<file path="config.mk">
export PLATFORM = sky130hd
export DESIGN_NAME = vendingMachine
export DESIGN_NICKNAME = d
export VERILOG_FILES = /design/src/design/vendPkg.sv /design/src/design/vendingMachine.sv /design/src/design/displayScan.sv /design/src/design/centsToDigits.sv /design/src/design/vendControl.sv
export SDC_FILE = /design/constraint.sdc
export NUM_CORES = 1
export LEC_CHECK = 0
export BUFFER_PORTS_ARGS = -buffer_cell sky130_fd_sc_hd__buf_2
export CORE_AREA = 4 4 114 224
export CTS_CLUSTER_SIZE = 30
export DETAILED_ROUTE_END_ITERATION = 16
export DIE_AREA = 0 0 118 228
export GPL_TIMING_DRIVEN = 0
export HOLD_SLACK_MARGIN = 0.08
export SYNTH_ARGS = -nofsm -noshare
export SYNTH_HDL_FRONTEND = slang
export SYNTH_SLANG_ARGS = --single-unit
export TNS_END_PERCENT = 100
</file>
<file path="constraint.sdc">
create_clock -name A1 -period 9.9 [get_ports A1]
set_input_delay 0 -clock A1 [delete_from_list [all_inputs] [get_ports A1]]
set_output_delay 0 -clock A1 [all_outputs]
set_load 0.01 [all_outputs]
</file>
<file path="src/design/vendPkg.sv">
`default_nettype none

package vendPkg;

    localparam int numSlots   = 9;    // 3x3 panel, slot 0 = A1 ... slot 8 = C3
    localparam int numCoins   = 6;    // nickel, dime, quarter, fifty, dollar, five
    localparam int centsWidth = 10;   // covers the 0..999 display range

    typedef logic [centsWidth-1:0] cents_t;   // money amount in cents
    typedef logic [3:0]            digit_t;   // 0-9 numeral, 10 dash

    // zero price marks a sold-out slot
    localparam cents_t slotPrice [numSlots] = '{
        10'd100,   // A1
        10'd0,     // A2, sold out
        10'd125,   // A3
        10'd175,   // B1
        10'd225,   // B2
        10'd250,   // B3
        10'd100,   // C1
        10'd325,   // C2
        10'd375    // C3
    };

    localparam cents_t coinValue [numCoins] = '{
        10'd5, 10'd10, 10'd25, 10'd50, 10'd100, 10'd500
    };

    localparam cents_t maxCredit = 10'd500;   // inserts past this are rejected

    localparam digit_t digitDash = 4'd10;   // code for the minus sign

    // active low, bit 0 is the decimal point
    localparam logic [7:0] segDigits [11] = '{
        8'b10000001, 8'b11110011, 8'b01001001, 8'b01100001,   // 0-3
        8'b00110011, 8'b00100101, 8'b00000101, 8'b11110001,   // 4-7
        8'b00000001, 8'b00100001,                             // 8-9
        8'b01111111                                           // dash
    };

    localparam int dpDigit         = 2;    // dollars digit carries the point
    localparam int defaultScanBits = 17;   // per-digit hold on the board clock

endpackage

`default_nettype wire
</file>
<file path="src/design/vendingMachine.sv">
`timescale 1ns/10ps
`default_nettype none

module vendingMachine
    import vendPkg::*;
#(
    parameter int scanBits = defaultScanBits   // shrink for simulation
) (
    input  wire                 A1,            // clock
    input  wire                 A2,            // async reset, active high
    input  wire [numSlots-1:0]  itemPress,
    input  wire [numCoins-1:0]  coinPress,
    input  wire                 cancelPress,
    output logic [numSlots-1:0] ledGreen,
    output logic [numSlots-1:0] ledRed,
    output logic [numSlots-1:0] ledDispense,
    output logic [3:0]          anode,
    output logic [7:0]          segments
);

    cents_t dispCents;      // control to digit split
    logic   dispNegative;
    digit_t digit0;         // digit split to scan
    digit_t digit1;
    digit_t digit2;
    digit_t digit3;

    vendControl control (
        .A1(A1), .A2(A2),
        .itemPress(itemPress), .coinPress(coinPress), .cancelPress(cancelPress),
        .ledGreen(ledGreen), .ledRed(ledRed), .ledDispense(ledDispense),
        .dispCents(dispCents), .dispNegative(dispNegative)
    );

    centsToDigits digits (
        .dispCents(dispCents), .dispNegative(dispNegative),
        .digit0(digit0), .digit1(digit1), .digit2(digit2), .digit3(digit3)
    );

    displayScan #(.scanBits(scanBits)) scan (
        .A1(A1), .A2(A2),
        .digit0(digit0), .digit1(digit1), .digit2(digit2), .digit3(digit3),
        .anode(anode), .segments(segments)
    );

endmodule

`default_nettype wire

</file>
<file path="src/design/displayScan.sv">
`timescale 1ns/10ps
`default_nettype none

module displayScan
    import vendPkg::*;
#(
    parameter int scanBits = defaultScanBits   // log2 of cycles each digit stays lit
) (
    input  wire         A1,         // clock
    input  wire         A2,         // async reset, active high
    input  wire digit_t digit0,     // rightmost
    input  wire digit_t digit1,
    input  wire digit_t digit2,
    input  wire digit_t digit3,     // leftmost
    output logic [3:0]  anode,      // active low, one at a time
    output logic [7:0]  segments    // active low, bit 0 = decimal point
);

    digit_t              digitCode [4];
    logic [7:0]          digitSeg  [4];   // patterns for the four positions
    logic [scanBits+1:0] scanCount;       // top two bits pick the digit
    logic [1:0]          phase;

    always_comb begin
        digitCode[0] = digit0;
        digitCode[1] = digit1;
        digitCode[2] = digit2;
        digitCode[3] = digit3;
    end

    // pattern lookup, point forced on for the dollars digit
    always_ff @(posedge A1) begin
        for (int i = 0; i < 4; i++) begin
            digitSeg[i] <= segDigits[digitCode[i]] & ~{7'b0, (i == dpDigit)};
        end
    end

    always_ff @(posedge A1 or posedge A2) begin
        if (A2) begin
            scanCount <= '0;   // start on digit0
        end else begin
            scanCount <= scanCount + 1'b1;   // free running, wraps
        end
    end

    assign phase = scanCount[scanBits+1:scanBits];

    always_comb begin
        anode    = ~(4'b0001 << phase);   // 1110, 1101, 1011, 0111
        segments = digitSeg[phase];
    end

    // never two digits driven together, never a dark display
    anodeOneCold: assert property (@(posedge A1) disable iff (A2)
        $onehot(~anode))
        else $error("anode pattern %b not one-cold", anode);

endmodule

`default_nettype wire

</file>
<file path="src/design/centsToDigits.sv">
`timescale 1ns/10ps
`default_nettype none

module centsToDigits
    import vendPkg::*;
(
    input  wire cents_t dispCents,      // amount to split, 0..999
    input  wire         dispNegative,   // show a minus on the top digit
    output digit_t      digit0,         // cents
    output digit_t      digit1,         // tens of cents
    output digit_t      digit2,         // dollars
    output digit_t      digit3          // sign position
);

    cents_t dollars;
    cents_t dimes;
    cents_t pennies;

    // split the amount into its decimal places
    always_comb begin
        dollars = dispCents / 10'd100;
        dimes   = (dispCents / 10'd10) % 10'd10;
        pennies = dispCents % 10'd10;
    end

    assign digit0 = digit_t'(pennies);
    assign digit1 = digit_t'(dimes);
    assign digit2 = digit_t'(dollars);                       // below 10 while in range
    assign digit3 = dispNegative ? digitDash : digit_t'(0);  // leading zero otherwise

    // largest amount the control can produce is a 500 cent credit
    always_comb begin
        amountRange: assert (dispCents <= 10'd999)
            else $error("display amount %0d out of range", dispCents);
    end

endmodule

`default_nettype wire

</file>
<file path="src/design/vendControl.sv">
`timescale 1ns/10ps
`default_nettype none

module vendControl
    import vendPkg::*;
(
    input  wire                 A1,            // clock
    input  wire                 A2,            // async reset, active high
    input  wire [numSlots-1:0]  itemPress,     // one-cycle strobes, bit 0 = A1
    input  wire [numCoins-1:0]  coinPress,     // one-cycle strobes, bit 0 = nickel
    input  wire                 cancelPress,   // one-cycle strobe
    output logic [numSlots-1:0] ledGreen,      // credit covers the slot price
    output logic [numSlots-1:0] ledRed,        // slot sold out
    output logic [numSlots-1:0] ledDispense,   // slot just vended, one-hot
    output cents_t              dispCents,     // amount to show
    output logic                dispNegative   // amount is a shortfall
);

    cents_t                credit;     // money inserted so far
    logic [numSlots-1:0]   itemSel;    // lowest pressed slot, one-hot
    logic [numCoins-1:0]   coinSel;    // lowest pressed coin, one-hot
    logic                  itemHit;
    logic                  coinHit;
    cents_t                itemPrice;  // price of the selected slot
    cents_t                coinAmt;    // value of the selected coin
    logic [centsWidth:0]   coinSum;    // one spare bit so the limit test is exact
    logic                  coinOk;

    // isolate lowest set bit of each strobe vector
    assign itemSel = itemPress & (~itemPress + 1'b1);
    assign coinSel = coinPress & (~coinPress + 1'b1);
    assign itemHit = |itemPress;
    assign coinHit = |coinPress;

    always_comb begin
        itemPrice = '0;
        coinAmt   = '0;
        for (int i = 0; i < numSlots; i++) begin
            if (itemSel[i]) begin
                itemPrice = itemPrice | slotPrice[i];   // at most one term is live
            end
        end
        for (int i = 0; i < numCoins; i++) begin
            if (coinSel[i]) begin
                coinAmt = coinAmt | coinValue[i];
            end
        end
    end

    assign coinSum = {1'b0, credit} + {1'b0, coinAmt};
    assign coinOk  = (coinSum <= {1'b0, maxCredit});   // reject anything past the limit

    // panel LEDs follow the credit directly
    always_comb begin
        for (int i = 0; i < numSlots; i++) begin
            ledRed[i]   = (slotPrice[i] == '0);
            ledGreen[i] = (credit >= slotPrice[i]) && (slotPrice[i] != '0);
        end
    end

    // priority is cancel, then item, then coin
    always_ff @(posedge A1 or posedge A2) begin
        if (A2) begin
            credit       <= '0;
            dispCents    <= '0;
            dispNegative <= 1'b0;
            ledDispense  <= '0;
        end else if (cancelPress) begin
            credit       <= '0;   // drop everything
            dispCents    <= '0;
            dispNegative <= 1'b0;
            ledDispense  <= '0;
        end else if (itemHit) begin
            if (credit == '0) begin
                dispCents    <= itemPrice;   // price check only
                dispNegative <= 1'b0;
            end else if (itemPrice != '0) begin   // sold-out press with credit is ignored
                if (credit >= itemPrice) begin
                    dispCents    <= credit - itemPrice;   // change due
                    dispNegative <= 1'b0;
                    ledDispense  <= itemSel;
                    credit       <= '0;                   // sale closes the transaction
                end else begin
                    dispCents    <= itemPrice - credit;   // still owed, credit kept
                    dispNegative <= 1'b1;
                end
            end
        end else if (coinHit && coinOk) begin
            credit       <= coinSum[centsWidth-1:0];
            dispCents    <= coinSum[centsWidth-1:0];   // show running credit
            dispNegative <= 1'b0;
            ledDispense  <= '0;                        // new transaction started
        end
    end

    creditLimit: assert property (@(posedge A1) disable iff (A2)
        credit <= maxCredit)
        else $error("credit %0d above limit", credit);

    // vend marks exactly one slot, a later coin or cancel clears it
    dispenseOneHot: assert property (@(posedge A1) disable iff (A2)
        $onehot0(ledDispense))
        else $error("dispense LEDs not one-hot: %b", ledDispense);

endmodule

`default_nettype wire

</file>
* After elaboration in Yosys (flattened, before gate mapping)
Memories as Yosys holds them, arrays and structs flattened.
Cells that the tools add are included.
** Storage, ports and cells
- Logic and storage cells :: 101
- Register bits after elaboration :: 49
- Input port bits :: 18
- Memory bits (read-only) :: 512
- RAM bits :: 32
- Output and inout port bits :: 39
- Latch bits :: 0
- Memories :: 5
** Cells by class
- Magnitude comparators :: 13
- Mux-type cells :: 46
- Equality and inequality tests :: 4
- Reductions and logical operators :: 8
- Add/subtract/negate cells :: 6
- Multiply operators :: 0
- Shifts and indexed selects :: 1
- Bitwise gates (word level) :: 9
- Div/mod/pow operators :: 4
** Memories
- (no name shown) :: words 16, width 8, rd ports 1, clocked after Yosys merged registers in 0, write ports 0, RTL line displayScan.sv:34 : digitSeg[i] <= segDigits[digitCode[i]] & ~{7'b0, (i == dpDigit)};
- (no name shown) :: words 16, width 8, rd ports 1, clocked after Yosys merged registers in 0, write ports 0, RTL line displayScan.sv:34
- (no name shown) :: words 16, width 8, rd ports 1, clocked after Yosys merged registers in 0, write ports 0, RTL line displayScan.sv:34
- (no name shown) :: words 16, width 8, rd ports 1, clocked after Yosys merged registers in 0, write ports 0, RTL line displayScan.sv:34
- scan.digitSeg :: words 4, width 8, rd ports 1, clocked after Yosys merged registers in 0, write ports 4, RTL line displayScan.sv:20 : logic [7:0] digitSeg [4];
** Operator list (number)
- 2-to-1 mux 10 bit :: 11
- 2-to-1 mux 8 bit :: 11
- 2-to-1 mux 9 bit :: 9
- >= comparator 10 x 8 -> 1 bit (second input constant) :: 3
- 2-to-1 mux 7 bit :: 4
- >= comparator 10 x 7 -> 1 bit (second input constant) :: 2
- >= comparator 10 x 9 -> 1 bit (second input constant) :: 2
- >= comparator 5 bit (second input constant) :: 4
- modulo 10 x 4 -> 10 bit (second input constant) :: 2
- inverter 4 -> 5 bit :: 4
- subtractor 10 bit :: 2
- adder 19 x 1 -> 19 bit (second input constant) :: 1
- adder 10 x 10 -> 11 bit :: 1
- <= comparator 11 x 9 -> 1 bit (second input constant) :: 1
- divider 10 x 4 -> 10 bit (second input constant) :: 1
- divider 10 x 7 -> 10 bit (second input constant) :: 1
- >= comparator 10 bit :: 1
- zero test 10 bit :: 1
- nonzero test 10 bit :: 1
- adder 9 x 1 -> 9 bit (second input constant) :: 1
- bitwise AND 9 bit :: 1
- inequality test 3 bit (second input constant) :: 3
- inverter 9 bit :: 1
- OR reduction 9 bit :: 1
- 16 further kinds :: 22

* Logic depth before layout (Yosys ltp)
Gate-level depths: netlist of the first run.
- Depth after elaboration :: 17
- Gate-level depth with buffers :: 27
- Depth with buffers taken out :: 25

* Hierarchy
From an unflattened synthesis of the first run, not the netlist that was laid out.
** Unflattened totals
- Cells, all modules :: 964
- Area total of the unflattened synthesis :: 7757.4 µm²
** Modules (own cells, without submodules)
- vendControl :: area an instance 3360.7 µm², instances 1, cells each 411, seq. area each 750.7 µm²
- displayScan :: area an instance 2304.7 µm², instances 1, cells each 227, seq. area each 1036.0 µm²
- centsToDigits :: area an instance 2092.0 µm², instances 1, cells each 326, seq. area each 0.0 µm²

* Worst setup path before layout of the first run
Ideal clock, no wire load.
- Path kind :: register to register
- Start point :: register control.dispCents[7]
- End point :: memory scan.digitSeg[1][5]
- Required time :: 9779 ps
- Path buffers :: 3
- Library setup time :: 121 ps
- Stages on the path, launching flop included :: 25
- Slack :: 4740 ps
- Period minus slack after synthesis :: 5160 ps
- Arrival time :: 5040 ps
- Path through :: dfrtp_1 > buf_4 > clkbuf_1 > clkbuf_1 > o21ai_0 > nor2_1 > o31a_1 > ha_1 > nand2_1 > nor4_1 > a21boi_1 > a31oi_2 > o21bai_4 > a211oi_1 > or2_2 > ha_1 > o21bai_1 > a21bo_2 > a211o_1 > o31ai_1 > o41ai_2 > inv_1 > ha_1 > mux2i_1 > mux2_2
** RTL lines
- from (decl) :: RTL line vendControl.sv:15 : output cents_t dispCents,
- from (signal assigned) :: RTL line vendControl.sv:75 : dispCents <= itemPrice;
- from (signal assigned) :: RTL line vendControl.sv:79 : dispCents <= credit - itemPrice;
- from (signal assigned) :: RTL line vendControl.sv:84 : dispCents <= itemPrice - credit;
- to (decl) :: RTL line displayScan.sv:20

==> impl_metrics.env, run 1 <==
export IMPL_crit_type="flop to flop"
export IMPL_synth_common_cells="nor2_1 (88), nand2_1 (72), o21ai_0 (69)"
export IMPL_gr_total_overflow=0
export IMPL_vias=7016
export IMPL_grt_pass1_vias=7179
export IMPL_die_w_um=118
export IMPL_post_route_min_period_ps=6740
export IMPL_post_route_util=0.337
export IMPL_tightest_slew_ps=1220
export IMPL_slew_headroom=0.178
export IMPL_p_leak_nw=3.53
export IMPL_gp_congestion=1.03
export IMPL_drc_errors=0
export IMPL_hold_viol=0
export IMPL_synthFlopType="dfrtp_1"
export IMPL_grt_pass1_wl_mm=37.4
export IMPL_crit_path_max_incr_delay_ps=530
export IMPL_yosys_area_top_type="dfrtp_1"
export IMPL_htreeDepth=3
export IMPL_cts_root_buffer_cell="clkbuf_16"
export IMPL_grt_usage=0.175
export IMPL_dp_hpwl_mm=19.7
export IMPL_ir_drop_v=0.0000927
export IMPL_crit_required_ps=10130
export IMPL_layout_nets=1035
export IMPL_die_h_um=228
export IMPL_hp_start="itemPress[6]"
export IMPL_yosysUniqueCellTypes=92
export IMPL_yosysSeqAreaShare=0.239
export IMPL_rows=80
export IMPL_cp_num_buf_inv=5
export IMPL_fin_skew_ps=7.61
export IMPL_p_switching_w=0.000336
export IMPL_routed_wl_mm=23.9
export IMPL_final_setup_viol_count=0
export IMPL_portBuffers=46
export IMPL_end_kind="flop"
export IMPL_setup_tns_ps=0
export IMPL_ys_async_sr_fraction=0.681
export IMPL_p_per_area_mw_per_mm2=119
export IMPL_crit_path_top_delay_cell="a21oi_1"
export IMPL_swShare=0.353
export IMPL_cp_start_kind="flop"
export IMPL_min_period_over_period=0.681
export IMPL_area_growth_pct=13.8
export IMPL_status="completed"
export IMPL_cp_arrival_ps=6960
export IMPL_fmax_mhz=148
export IMPL_rsz0062_at_grt="no"
export IMPL_dieArea_mm2=0.0269
export IMPL_core_area_mm2=0.0238
export IMPL_synthesis_area_mm2=0.00705
export IMPL_slew_viol_final=0
export IMPL_syn_inst=893
export IMPL_clock_sinks=72
export IMPL_synth_top_cells_by_area="dfrtp_1 (17%), ha_1 (8.9%), dfxtp_1 (6.5%), o21ai_0 (4.9%), nor2_1 (4.7%)"
export IMPL_final_instance_count_excl_fill=1256
export IMPL_comb_power_share=0.313
export IMPL_r2r_start="control.dispCents[8]"
export IMPL_seqPwrFrac=0.350
export IMPL_antenna_left=0
export IMPL_clk_pin_slew_ps=70
export IMPL_via_per_inst=5.59
export IMPL_grt_max_degree=27
export IMPL_internal_power_w=0.000618
export IMPL_maxCapViolations=0
export IMPL_clockPowerShare=0.337
export IMPL_cts_buffers=9
export IMPL_hold_class="primary input to flop"
export IMPL_synth_most_common_cell="nor2_1"
export IMPL_synth_top_area_share=0.174
export IMPL_dp_cells=1235
export IMPL_wire_per_inst_um=19.0
export IMPL_avgSynthCellArea_um2=7.89
export IMPL_drive_above_1_share=0.134
export IMPL_pin_count=57
export IMPL_drt_pass1_iter_count=5
export IMPL_postCtsSetupRepairBufs=0
export IMPL_cts_buffer_depth=2
export IMPL_synth_seq_cells=72
export IMPL_crit_path_max_fanout=10
export IMPL_antenna_found_initial=0
export IMPL_startpoint="control.dispCents[8]"
export IMPL_synth_edf_count=0
export IMPL_drt_initial_drc_count=265
export IMPL_insertion_delay_ps=340
export IMPL_cp_top_family="compound AO/OA/AOI/OAI gates"
export IMPL_start_util=0.296
export IMPL_cts_tree="built"
export IMPL_diodes=0
export IMPL_crit_path_cell_trace="clkbuf_1 -> buf_1 -> buf_1 -> a21oi_1 -> ha_1 -> nand2_1 -> nor4_1 -> a21boi_1 -> nand4b_1 -> nand2_1 -> inv_1 -> ha_1 -> a21oi_1 -> a31oi_1 -> a311oi_1 -> o211a_2 -> xnor2_1 -> and2_1 -> o41ai_2 -> ha_1 -> inv_1 -> mux2i_1 -> a21oi_1"
export IMPL_ys_warnings_count=0
final timing paths:
check / to / slack [ps] / cells after the start
min in group asynchronous: control.ledDispense[7] / 290 / 3
worst min register to register: scan.digitSeg[3][6] / 380 / 0
worst max-delay path: scan.digitSeg[1][4] / 3160 / 23
worst max register to register: scan.digitSeg[1][4] / 3160 / 23
max in group asynchronous: control.dispCents[7] / 9060 / 4
worst min-delay path: control.ledDispense[7] / 80 / 4
repair_timing:
action                                 4_1_cts  5_1_grt
hold buffers                                 5        0
endpoints found under the hold margin       26        0
gates resized for setup                      0        0
tightest hold or removal path: cells and delay by family:
family | cells | cell delay, ps
and+or+nand+nor | 2 | 180
AOI/OAI and AO/OA | 1 | 70
buffers and inverters | 1 | 120
flip-flops by register name, indices dropped and copies added, names as in the netlist:
name	flops
scan.scanCount	19
scan.digitSeg	23
control.ledDispense	9
control.dispCents	10
control.credit	10
control.dispNegative	1
cell usage in the layout, fill, tap and decap left out, types with 11 or more instances in the layout:
cell / count
ha_1: 50
dfrtp_1: 49
nor2b_1: 18
mux2i_1: 16
nand4_1: 11
nand3_1: 25
nand2b_1: 17
a31oi_1: 11
nand2_1: 72
buf_2: 50
a21oi_1: 55
dfxtp_1: 23
clkbuf_1: 22
nor3_1: 20
and3_1: 12
a211oi_1: 13
xnor2_1: 27
inv_1: 67
nor2_1: 88
o21ai_0: 69
a21o_1: 11
buf_4: 13
power by group through the flow:
stage | Clock, W | Sequential (W) | Combinational, W
floorplan | 0 | 0.000336 | 0.000210
global placement | 0 | 0.000340 | 0.000292
detailed placement | 0 | 0.000341 | 0.000296
CTS | 0.000326 | 0.000335 | 0.000298
global route | 0.000338 | 0.000338 | 0.000328
finish | 0.000321 | 0.000334 | 0.000299
per-layer routing:
layer  track usage  vias up  part of all wire
met5             0        -                 0
met2         0.350      231              0.57
met1         0.145     3324              0.31
met4         0.147        0             0.089
met3        0.0248      120             0.033
li1              -     3341                 -
kinds of logic (layout without fill, tap and decap cells):
group / count (synthesis) / after routing / share of synthesized area
multiplexers: 34 / 34 / 0.0643
other: 2 / 10 / 0.00107
flip-flops: 72 / 72 / 0.239
adder cells (fa/ha/maj): 54 / 54 / 0.0987
AND/OR/NAND/NOR: 314 / 314 / 0.222
buffers and inverters: 115 / 183 / 0.0689
AO/OA/AOI/OAI: 264 / 264 / 0.258
XOR/XNOR: 38 / 38 / 0.0483
metrics by stage:
step / hold slack (ps) / setup slack (ps) / power, W / cell area (µm²)
global route: 113 / 2640 / 0.00100 / 8030
CTS: 82.1 / 3240 / 0.000960 / 8030
global placement: 282 / 3320 / 0.000632 / 7670
detailed placement: 88.6 / 3290 / 0.000637 / 7690
finish: 82.1 / 3160 / 0.000954 / 8030
floorplan: 139 / 4740 / 0.000547 / 7080
layout make-up:
type / count / area (µm²)
buffer: 45 / 223
clock buffer: 9 / 225
clock inverter: 7 / 61.3
fill: 2550 / 15800
inverter: 70 / 263
multi-input combinational: 714 / 4910
sequential: 72 / 1690
tap: 287 / 359
timing repair buffer: 52 / 300
Note: power is estimated with default switching activity, not from simulation.
==> run 2, diff against run 1 <==
==> constraint.sdc (replaced) <==
create_clock -name A1 -period 5.94 [get_ports A1]
set_input_delay 0 -clock A1 [delete_from_list [all_inputs] [get_ports A1]]
set_output_delay 0 -clock A1 [all_outputs]
set_load 0.01 [all_outputs]
==> impl_metrics.env, run 2 (synthesis gave the netlist of run 1 again) <==
export IMPL_min_period_over_period=0.951
export IMPL_clk_pin_slew_ps=70
export IMPL_rows=80
export IMPL_crit_top_cell="ha_1"
export IMPL_area_growth_pct=17.8
export IMPL_gr_total_overflow=0
export IMPL_cts_buffers=9
export IMPL_largest_reg_flops=23
export IMPL_die_h_um=228
export IMPL_cts_tree="built"
export IMPL_crit_path_cell_trace="clkbuf_4 -> clkbuf_2 -> clkbuf_4 -> o31a_1 -> ha_1 -> nand2_1 -> nor4_4 -> a21boi_4 -> nand4b_1 -> nand2_2 -> a211oi_2 -> or2_2 -> ha_1 -> o21bai_1 -> a21bo_2 -> a211o_1 -> o31ai_4 -> o41ai_4 -> buf_4 -> inv_1 -> ha_1 -> mux2i_1 -> mux2_2"
export IMPL_wire_per_inst_um=19.1
export IMPL_regMostFlops="scan.digitSeg"
export IMPL_swShare=0.354
export IMPL_die_w_um=118
export IMPL_grt_pass1_wl_mm=37.7
export IMPL_core_area_mm2=0.0238
export IMPL_slew_headroom=0.154
export IMPL_comb_power_share=0.324
export IMPL_final_setup_viol_count=0
export IMPL_cp_arrival_ps=5870
export IMPL_drt_initial_drc_count=314
export IMPL_gp_congestion=1.03
export IMPL_r2r_start="control.dispCents[5]"
export IMPL_hold_class="primary input to flop"
export IMPL_crit_path_max_incr_delay_ps=500
export IMPL_top_regs="scan.digitSeg (23), scan.scanCount (19)"
export IMPL_fin_skew_ps=8.92
export IMPL_grt_max_degree=27
export IMPL_cts_buffer_depth=2
export IMPL_cp_start_kind="flop"
export IMPL_fillers=2541
export IMPL_start_util=0.296
export IMPL_tightest_slew_ps=1260
export IMPL_slew_viol_final=0
export IMPL_internal_power_w=0.00105
export IMPL_clockPowerShare=0.332
export IMPL_status="completed"
export IMPL_cts_root_buffer_cell="clkbuf_16"
export IMPL_hold_viol=0
export IMPL_end_kind="flop"
export IMPL_power_w=0.00162
export IMPL_setup_tns_ps=0
export IMPL_layout_nets=1044
export IMPL_pin_count=57
export IMPL_layout_common_cells="nor2_1 (86), nand2_1 (71), o21ai_0 (69)"
export IMPL_clock_sinks=72
export IMPL_dp_hpwl_mm=19.7
export IMPL_hp_start="itemPress[6]"
export IMPL_maxCapViolations=0
export IMPL_drive_above_1_share=0.179
export IMPL_crit_required_ps=6170
export IMPL_grt_usage=0.176
export IMPL_insertion_delay_ps=340
export IMPL_crit_type="flop to flop"
export IMPL_crit_path_top_delay_cell="dfrtp_1"
export IMPL_startpoint="control.dispCents[5]"
export IMPL_crit_path_max_fanout=10
export IMPL_portBuffers=46
export IMPL_seqPwrFrac=0.344
export IMPL_diodes=0
export IMPL_vias=6998
export IMPL_grt_pass1_vias=7201
export IMPL_antenna_found_initial=0
export IMPL_drt_pass1_iter_count=5
export IMPL_ir_drop_v=0.000156
export IMPL_layout_commonest_cell="nor2_1"
export IMPL_dieArea_mm2=0.0269
export IMPL_antenna_left=0
export IMPL_p_per_area_mw_per_mm2=195
export IMPL_routed_wl_mm=24.2
export IMPL_via_per_inst=5.53
export IMPL_htreeDepth=3
export IMPL_fmax_mhz=177
export IMPL_drc_errors=0
export IMPL_post_route_min_period_ps=5650
export IMPL_p_leak_nw=3.66
export IMPL_p_switching_w=0.000573
==> run 2: worst paths after layout <==
path / end / slack [ps] / cells after the start
worst min-delay path: control.ledDispense[7] / 80 / 4
worst max register to register: scan.digitSeg[1][5] / 290 / 23
min in group asynchronous: control.ledDispense[7] / 290 / 3
worst max-delay path: scan.digitSeg[1][5] / 290 / 23
worst min register to register: scan.digitSeg[3][6] / 380 / 0
max in group asynchronous: control.dispCents[7] / 5100 / 4
==> run 2: timing repair <==
action / 4_1_cts / 5_1_grt
setup endpoints to repair: 7 / 11
setup buffers: 1 / 8
hold buffers: 5 / 0
resized for setup: 20 / 33
hold endpoints to repair: 26 / 0
pin swaps: 1 / 5
==> run 2: layout make-up <==
class,count,area (µm²),share of cell area
clock buffer,9,225,0.0271
sequential,72,1690,0.203
tap,287,359,0.0432
timing repair buffer,61,368,0.0443
clock inverter,7,61.3,0.00738
multi-input combinational,714,5090,0.613
inverter,70,267,0.0321
buffer,45,246,0.0297
==> run 2: through the flow <==
stage               hold slack [ps]  instances  area (µm²)   util  setup WS [ps]
finish                         79.7       1265        8310  0.349            291
global route                    113       1265        8310  0.349          -26.6
CTS                            82.1       1257        8100  0.340           33.0
detailed placement             88.6       1235        7690  0.323           -668
global placement                282       1234        7670  0.322           -643
floorplan                       139        901        7080      -            780
==> run 2: power by group through the flow <==
stage / sequential, W / clock [W] / combinational [W]
final: 0.000557 / 0.000537 / 0.000524
after global routing: 0.000563 / 0.000563 / 0.000575
after CTS: 0.000558 / 0.000544 / 0.000502
after detailed placement: 0.000568 / 0 / 0.000493
after global placement: 0.000567 / 0 / 0.000486
after floorplan: 0.000560 / 0 / 0.000350
==> run 2: per-layer routing <==
layer / vias to the layer above / track usage / routed length, µm / part of all wire
met5: - / 0 / 0 / 0
met4: 0 / 0.138 / 1940 / 0.080
met3: 100 / 0.0235 / 744 / 0.031
met2: 208 / 0.357 / 13900 / 0.57
met1: 3348 / 0.147 / 7620 / 0.31
li1: 3342 / - / - / -
==> run 2: worst max-delay path: cells and delay by family (launching register included) <==
family	cells	cell delay, ps
fa+ha+maj	3	590
simple gates	5	1160
buf+inv	5	1070
flops	1	500
compound gates	8	1840
mux	2	340
